<file path="src/verilog/lc3b_alu_pkg.sv">
package lc3b_alu_pkg;

	// datapath widths
	typedef logic [15:0] lc3b_word;
	typedef logic [2:0] lc3b_reg;
	typedef logic [3:0] lc3b_opcode;

	// n, z, p from high bit to low
	typedef logic [2:0] lc3b_nzp;

	typedef logic [2:0] lc3b_aluop;

	// operate instructions handled by the core
	localparam lc3b_opcode OP_ADD = 4'b0001;
	localparam lc3b_opcode OP_AND = 4'b0101;
	localparam lc3b_opcode OP_NOT = 4'b1001;
	localparam lc3b_opcode OP_SHF = 4'b1101;

	// alu operation select
	localparam lc3b_aluop ALU_ADD = 3'd0;
	localparam lc3b_aluop ALU_AND = 3'd1;
	localparam lc3b_aluop ALU_NOT = 3'd2;
	localparam lc3b_aluop ALU_SLL = 3'd3;
	localparam lc3b_aluop ALU_SRL = 3'd4;
	localparam lc3b_aluop ALU_SRA = 3'd5;

	// register file depth
	localparam int NUM_REGS = 8;

	// cc after reset is Z
	localparam lc3b_nzp CC_RESET = 3'b010;

endpackage : lc3b_alu_pkg

</file>
<file path="src/verilog/lc3b_decode.sv">
`timescale 1ns/1ps

module lc3b_decode import lc3b_alu_pkg::*;
(
	input logic clk,
	input logic rst,

	input logic instr_valid,
	input lc3b_word instr,

	output lc3b_reg src_a,
	output lc3b_reg src_b,

	output logic d_valid,
	output lc3b_aluop d_aluop,
	output lc3b_reg d_dest,
	output logic d_use_imm,
	output lc3b_word d_imm
);

	lc3b_word ir;
	logic ir_valid;

	lc3b_opcode opcode;
	lc3b_word imm5_sext;
	lc3b_word shamt_zext;
	logic supported;

	// instruction register
	always_ff @(posedge clk) begin
		if (rst) begin
			ir_valid <= 1'b0;
		end else begin
			ir_valid <= instr_valid;
		end
	end

	// word itself is payload only
	always_ff @(posedge clk) begin
		if (instr_valid) begin
			ir <= instr;
		end
	end

	// fixed fields
	assign opcode = lc3b_opcode'(ir[15:12]);
	assign d_dest = ir[11:9];
	assign src_a = ir[8:6];
	assign src_b = ir[2:0];

	// immediates
	assign imm5_sext = {{11{ir[4]}}, ir[4:0]};
	assign shamt_zext = {12'h000, ir[3:0]};

	always_comb begin
		supported = 1'b1;
		d_aluop = ALU_ADD;
		d_use_imm = 1'b0;
		d_imm = imm5_sext;
		case (opcode)
			OP_ADD: begin
				d_aluop = ALU_ADD;
				d_use_imm = ir[5];
			end
			OP_AND: begin
				d_aluop = ALU_AND;
				d_use_imm = ir[5];
			end
			OP_NOT: begin
				// xor with all ones in the alu
				d_aluop = ALU_NOT;
				d_use_imm = 1'b1;
				d_imm = 16'hffff;
			end
			OP_SHF: begin
				d_use_imm = 1'b1;
				d_imm = shamt_zext;
				// bit 4 picks direction, bit 5 arithmetic
				if (!ir[4]) begin
					d_aluop = ALU_SLL;
				end else if (ir[5]) begin
					d_aluop = ALU_SRA;
				end else begin
					d_aluop = ALU_SRL;
				end
			end
			default: begin
				supported = 1'b0;
			end
		endcase
	end

	// anything else becomes a bubble
	assign d_valid = ir_valid & supported;

endmodule : lc3b_decode

</file>
<file path="src/verilog/lc3b_regfile.sv">
`timescale 1ns/1ps

module lc3b_regfile import lc3b_alu_pkg::*;
(
	input logic clk,
	input logic rst,

	input lc3b_reg src_a,
	input lc3b_reg src_b,
	output lc3b_word rd_a,
	output lc3b_word rd_b,

	input logic w_valid,
	input lc3b_reg w_dest,
	input lc3b_word w_data
);

	lc3b_word regs [NUM_REGS];

	logic hit_a;
	logic hit_b;

	always_ff @(posedge clk) begin
		if (rst) begin
			for (int i = 0; i < NUM_REGS; i++) begin
				regs[i] <= 16'h0000;
			end
		end else if (w_valid) begin
			regs[w_dest] <= w_data;
		end
	end

	// write-through on a same-cycle write
	assign hit_a = w_valid && (w_dest == src_a);
	assign hit_b = w_valid && (w_dest == src_b);

	assign rd_a = hit_a ? w_data : regs[src_a];
	assign rd_b = hit_b ? w_data : regs[src_b];

endmodule : lc3b_regfile

</file>
<file path="src/verilog/lc3b_execute.sv">
`timescale 1ns/1ps

module lc3b_execute import lc3b_alu_pkg::*;
(
	input logic clk,
	input logic rst,

	input logic d_valid,
	input lc3b_aluop d_aluop,
	input lc3b_reg d_dest,
	input logic d_use_imm,
	input lc3b_word d_imm,
	input lc3b_reg d_src_a,
	input lc3b_reg d_src_b,
	input lc3b_word rd_a,
	input lc3b_word rd_b,

	input logic w_valid,
	input lc3b_reg w_dest,
	input lc3b_word w_data,

	output logic e_valid,
	output lc3b_reg e_dest,
	output lc3b_word e_result
);

	// id/ex register
	logic valid_q;
	lc3b_aluop aluop_q;
	lc3b_reg dest_q;
	logic use_imm_q;
	lc3b_word imm_q;
	lc3b_reg src_a_q;
	lc3b_reg src_b_q;
	lc3b_word op_a_q;
	lc3b_word op_b_q;

	logic fwd_a;
	logic fwd_b;
	lc3b_word alu_a;
	lc3b_word alu_b;
	lc3b_word alu_f;

	always_ff @(posedge clk) begin
		if (rst) begin
			valid_q <= 1'b0;
		end else begin
			valid_q <= d_valid;
		end
	end

	always_ff @(posedge clk) begin
		aluop_q <= d_aluop;
		dest_q <= d_dest;
		use_imm_q <= d_use_imm;
		imm_q <= d_imm;
		src_a_q <= d_src_a;
		src_b_q <= d_src_b;
		op_a_q <= rd_a;
		op_b_q <= rd_b;
	end

	// result sitting in writeback is newer than what was read
	assign fwd_a = w_valid && (w_dest == src_a_q);
	assign fwd_b = w_valid && (w_dest == src_b_q);

	assign alu_a = fwd_a ? w_data : op_a_q;

	always_comb begin
		if (use_imm_q) begin
			alu_b = imm_q;
		end else if (fwd_b) begin
			alu_b = w_data;
		end else begin
			alu_b = op_b_q;
		end
	end

	// alu
	always_comb begin
		case (aluop_q)
			ALU_ADD: alu_f = alu_a + alu_b;
			ALU_AND: alu_f = alu_a & alu_b;
			// b is all ones here
			ALU_NOT: alu_f = alu_a ^ alu_b;
			ALU_SLL: alu_f = alu_a << alu_b[3:0];
			ALU_SRL: alu_f = alu_a >> alu_b[3:0];
			ALU_SRA: alu_f = lc3b_word'($signed(alu_a) >>> alu_b[3:0]);
			default: alu_f = alu_a;
		endcase
	end

	assign e_valid = valid_q;
	assign e_dest = dest_q;
	assign e_result = alu_f;

endmodule : lc3b_execute

</file>
<file path="src/verilog/lc3b_writeback.sv">
`timescale 1ns/1ps

module lc3b_writeback import lc3b_alu_pkg::*;
(
	input logic clk,
	input logic rst,

	input logic e_valid,
	input lc3b_reg e_dest,
	input lc3b_word e_result,

	output logic w_valid,
	output lc3b_reg w_dest,
	output lc3b_word w_data,
	output lc3b_nzp cc
);

	lc3b_nzp gencc;

	// ex/wb register
	always_ff @(posedge clk) begin
		if (rst) begin
			w_valid <= 1'b0;
		end else begin
			w_valid <= e_valid;
		end
	end

	always_ff @(posedge clk) begin
		w_dest <= e_dest;
		w_data <= e_result;
	end

	// sign and zero test
	always_comb begin
		if (w_data[15]) begin
			gencc = 3'b100;
		end else if (w_data == 16'h0000) begin
			gencc = 3'b010;
		end else begin
			gencc = 3'b001;
		end
	end

	// cc follows the regfile write
	always_ff @(posedge clk) begin
		if (rst) begin
			cc <= CC_RESET;
		end else if (w_valid) begin
			cc <= gencc;
		end
	end

endmodule : lc3b_writeback

</file>
<file path="src/verilog/lc3b_alu_core.sv">
`timescale 1ns/1ps

module lc3b_alu_core import lc3b_alu_pkg::*;
(
	input logic clk,
	input logic rst,

	input logic instr_valid,
	input lc3b_word instr,

	output logic wb_valid,
	output lc3b_reg wb_dest,
	output lc3b_word wb_data,
	output lc3b_nzp cc
);

	// decode side
	lc3b_reg src_a;
	lc3b_reg src_b;
	lc3b_word rd_a;
	lc3b_word rd_b;
	logic d_valid;
	lc3b_aluop d_aluop;
	lc3b_reg d_dest;
	logic d_use_imm;
	lc3b_word d_imm;

	// execute side
	logic e_valid;
	lc3b_reg e_dest;
	lc3b_word e_result;

	lc3b_decode decode
	(
		.clk,
		.rst,
		.instr_valid(instr_valid),
		.instr(instr),
		.src_a(src_a),
		.src_b(src_b),
		.d_valid(d_valid),
		.d_aluop(d_aluop),
		.d_dest(d_dest),
		.d_use_imm(d_use_imm),
		.d_imm(d_imm)
	);

	// writeback port doubles as the top outputs
	lc3b_regfile regfile
	(
		.clk,
		.rst,
		.src_a(src_a),
		.src_b(src_b),
		.rd_a(rd_a),
		.rd_b(rd_b),
		.w_valid(wb_valid),
		.w_dest(wb_dest),
		.w_data(wb_data)
	);

	lc3b_execute execute
	(
		.clk,
		.rst,
		.d_valid(d_valid),
		.d_aluop(d_aluop),
		.d_dest(d_dest),
		.d_use_imm(d_use_imm),
		.d_imm(d_imm),
		.d_src_a(src_a),
		.d_src_b(src_b),
		.rd_a(rd_a),
		.rd_b(rd_b),
		.w_valid(wb_valid),
		.w_dest(wb_dest),
		.w_data(wb_data),
		.e_valid(e_valid),
		.e_dest(e_dest),
		.e_result(e_result)
	);

	lc3b_writeback writeback
	(
		.clk,
		.rst,
		.e_valid(e_valid),
		.e_dest(e_dest),
		.e_result(e_result),
		.w_valid(wb_valid),
		.w_dest(wb_dest),
		.w_data(wb_data),
		.cc(cc)
	);

endmodule : lc3b_alu_core

</file>
<file path="config.mk">
export PLATFORM = sky130hd
export DESIGN_NAME = lc3b_alu_core
export DESIGN_NICKNAME = d
export VERILOG_FILES = /design/src/verilog/lc3b_alu_pkg.sv /design/src/verilog/lc3b_decode.sv /design/src/verilog/lc3b_regfile.sv /design/src/verilog/lc3b_execute.sv /design/src/verilog/lc3b_writeback.sv /design/src/verilog/lc3b_alu_core.sv
export SDC_FILE = /design/constraint.sdc
export NUM_CORES = 1
export LEC_CHECK = 0
export ABC_AREA = 1
export BUFFER_PORTS_ARGS = -buffer_cell sky130_fd_sc_hd__buf_2
export CORE_MARGIN = 3
export CORE_UTILIZATION = 40
export CTS_BUF_LIST = sky130_fd_sc_hd__clkbuf_4 sky130_fd_sc_hd__clkbuf_8
export DETAILED_ROUTE_END_ITERATION = 6
export GPL_TIMING_DRIVEN = 0
export HOLD_SLACK_MARGIN = 0.08
export PLACE_DENSITY_LB_ADDON = 0.15
export SLEW_MARGIN = 20
export SYNTH_ARGS = -nofsm -noshare
export SYNTH_HDL_FRONTEND = slang
export SYNTH_HIERARCHICAL = 1
export SYNTH_SLANG_ARGS = --single-unit
</file>
<file path="constraint.sdc">
create_clock -name clk -period 3.9 [get_ports clk]
set_clock_uncertainty 0.1 [all_clocks]
set_input_delay 0.195 -clock clk [delete_from_list [all_inputs] [get_ports clk]]
set_output_delay 0.195 -clock clk [all_outputs]
set_load 0.005 [all_outputs]
</file>
==> out/results.tsv <==
metric	value	unit
H-tree Lvls	2	
fmax	0.273	GHz
average wire per standard cell	19.2	um
Clk pin slew, worst setup/hold paths	0.06	ns
gr ovfl total	0	
vias in the first global route	13000	
DIE HEIGHT	194	um
P_leak	0.00782	uW
relative slew slack	36.3	%
share of cells above drive strength 1	15.1	%
Area growth, synth to finish	14.2	%
Initial Util	40.7	%
setup_tns	0	ns
clk_lat worst skew	0.57	ns
final max-slew violation count	0	
Die Wd	194	um
Fillers	3604	
final routed DRC violation total	0	
Yosys Warn Count	6	
DRT iter0 DRCs	1118	
Cell Area, Synth	14100	um2
Hold WS	0.221	ns
syn nets	2013	
IO Pins	42	
Final Core Density	46.5	%
buffers from clock root to sink, at most	3	
register area	6060	um2
Design Power	8150	uW
Antenna Violating Nets Remaining	0	
most used flip-flop cell after synthesis	edfxtp_1	
Routed WL	49.7	mm
# placed instances	2472	
outcome	finished clean	
global-route wire length before repair	76.2	mm
PD cells	506	nW/um2
hold_sp	execute/e_dest[2]	
Netlist cell types	48	
hold endpoint	writeback/w_dest[2]	
worst slew pin tran	0.948	ns
worst endpoint data arrival time	4.07	ns
number of port buffers	41	
total CTS buffers	42	
CTS tree	built	
CTS root buf	clkbuf_8	
worst hold path depth	0	
EDFF count, synth	144	
Final Non-Filler Cells	2583	
Synth Register Bits	230	
DPL Wire Length	37.7	mm
pin count of the biggest net entering global routing	18	
final critical-path share of the clock period	94.0	%
min Tclk post-route	3.67	ns
CORE AREA	34600	um2
Setup violations, final	0	
Worst Setup Path Type	flip-flop to flip-flop	
reg-to-reg endpoint	writeback/w_data[10]	
via/cell ratio	5.21	
Crit. End Element	flip-flop	
ys async rst share	0	%
worst vdd ir	325	uV
detailed-route via count	13500	
Hold Fails Final Rpt	0	
Mapped Cells	1976	
# rows	68	
reg2reg setup slack	0.23	ns
drt first pass iters	6	
max_cap viols	0	
Worst setup SP type	flip-flop	
critical path fanouts, max	10	
Net count, final	2133	
multi-input logic area	6470	um2
reg2reg start	writeback/w_dest[0]	
total global-route track usage	25.9	%
worst r2r path cells	24	
CP required	4.30	ns
clk sinks	230	
Die Footprint	37600	um2
Final GP Congestion	0.967	
Syn Area/Cell	7.14	um2
Hold Crit Class	flip-flop to flip-flop	
initial antenna violation count	0	
Antenna diodes	0	
post-synthesis sequential area ratio	42.9	%
[what timing repair did]
action	in CTS	in global routing
setup buffers	1	16
pin swaps	3	9
hold buffers	18	0
endpoints found under the hold margin	38	0
gates resized for setup	9	12
endpoints found under the setup margin	7	8
[cell families (layout without fill, tap and decap cells)]
group	after synthesis	count (layout)	share of synthesized area, %
AO/OA/AOI/OAI	108	108	4.79
XOR/XNOR	1	1	0.0621
adder cells (fa/ha/maj)	18	18	1.65
buffers and inverters	366	518	11.4
flip-flops	230	230	42.9
AND/OR/NAND/NOR	1253	1253	39.3
[Yosys cell counts, types with 3 or more instances]
cell	n	area [um2]
inv_4	3	18.8
nand4_1	11	68.8
o22ai_1	3	18.8
ha_1	17	213
buf_4	27	203
nor2_2	6	37.5
inv_2	20	75.1
nor3_1	4	20.0
a21oi_1	25	125
o211ai_1	5	37.5
o21ai_0	41	205
buf_6	6	67.6
nor2_4	7	78.8
clkbuf_1	26	97.6
buf_1	3	11.3
o21ai_2	4	35.0
nand2_2	32	200
nand3b_1	6	45.0
nor2_1	199	747
o21ai_1	8	40.0
inv_1	236	886
nand2_4	7	78.8
buf_2	43	215
edfxtp_1	144	4320
dfxtp_1	86	1720
a21oi_2	3	26.3
a221oi_1	5	43.8
nand3_2	16	160
nand3_1	351	1760
nand2_1	608	2280
[registers in the layout (all words and copies together), names as in the netlist]
| name | count |
|---|---|
| decode/ir | 16 |
| decode/ir_valid | 1 |
| execute/aluop_q | 3 |
| execute/e_dest | 3 |
| execute/e_valid | 1 |
| execute/imm_q | 16 |
| execute/op_a_q | 16 |
| execute/op_b_q | 16 |
| execute/src_a_q | 3 |
| execute/src_b_q | 3 |
| execute/use_imm_q | 1 |
| regfile/regs | 128 |
| writeback/cc | 3 |
| writeback/w_data | 16 |
| writeback/w_dest | 3 |
| writeback/w_valid | 1 |
[layout by cell type (no fill, tap or decap), types with 34 or more instances in the layout]
| master | instances |
|---|---|
| nand3_1 | 351 |
| nand2_2 | 34 |
| buf_2 | 82 |
| inv_1 | 236 |
| nor2_1 | 198 |
| edfxtp_1 | 144 |
| buf_4 | 42 |
| dfxtp_1 | 82 |
| clkbuf_8 | 43 |
| nand2_1 | 606 |
| o21ai_0 | 38 |
[critical path: stages (launching register included)]
cell and delay, ns:
dfxtp_4 0.41, inv_2 0.05, nand2_1 0.05, nand2_1 0.08, nor2_4 0.21, nand2_4 0.13
inv_2 0.14, nand2_1 0.07, o211ai_1 0.12, nand2_2 0.16, clkbuf_4 0.25, ha_1 0.36
a21oi_1 0.23, nand2_2 0.12, a21boi_1 0.23, o21ai_1 0.13, nand2_1 0.07, nand2_1 0.06
nand2_1 0.06, nand2_1 0.05, o21ai_1 0.27, a21oi_1 0.07, nand3_1 0.09, nand2_1 0.05
inv_1 0.04
[layer usage]
| metal | GRT usage, % | vias up | share of wire, % |
|---|---|---|---|
| met3 | 3.67 | 129 | 6.0 |
| met2 | 43.2 | 498 | 47 |
| met4 | 11.7 | 0 | 4.7 |
| li1 | - | 6566 | - |
| met5 | 0 | - | 0 |
| met1 | 33.5 | 6271 | 42 |
[final cells by class]
class	count	share of cell area, %
multi-input cells	1380	40.2
flip-flops and latches	230	37.6
inverters	260	6.15
clock buffers	59	4.42
plain buffers	106	3.88
well taps	455	3.53
repair buffers	76	3.25
clock inverters	17	1.00
[stage by stage]
step	cell area (um2)	setup slack, ns
2_1_floorplan	14100	0.559
3_3_place_gp	14900	-0.393
3_5_place_dp	14900	-0.388
4_1_cts	16000	0.0272
5_1_grt	16100	-0.0165
6_report	16100	0.235
[where the power goes]
| group | total (uW) | internal (uW) | switching [uW] |
|---|---|---|---|
| clock | 2400 | 1380 | 1020 |
| combinational | 2610 | 792 | 1820 |
| sequential | 3140 | 2820 | 323 |
[worst max path at each step]
stage,endpoint,from,depth (start not counted)
2_1_floorplan,writeback/w_data[10],writeback/w_dest[1],26
3_3_place_gp,writeback/w_data[10],writeback/w_dest[1],24
3_5_place_dp,writeback/w_data[10],writeback/w_dest[1],24
4_1_cts,writeback/w_data[10],writeback/w_dest[0],26
5_1_grt,writeback/w_data[10],writeback/w_dest[1],23
6_report,writeback/w_data[10],writeback/w_dest[0],24
Power figures use the tool's default switching activity.
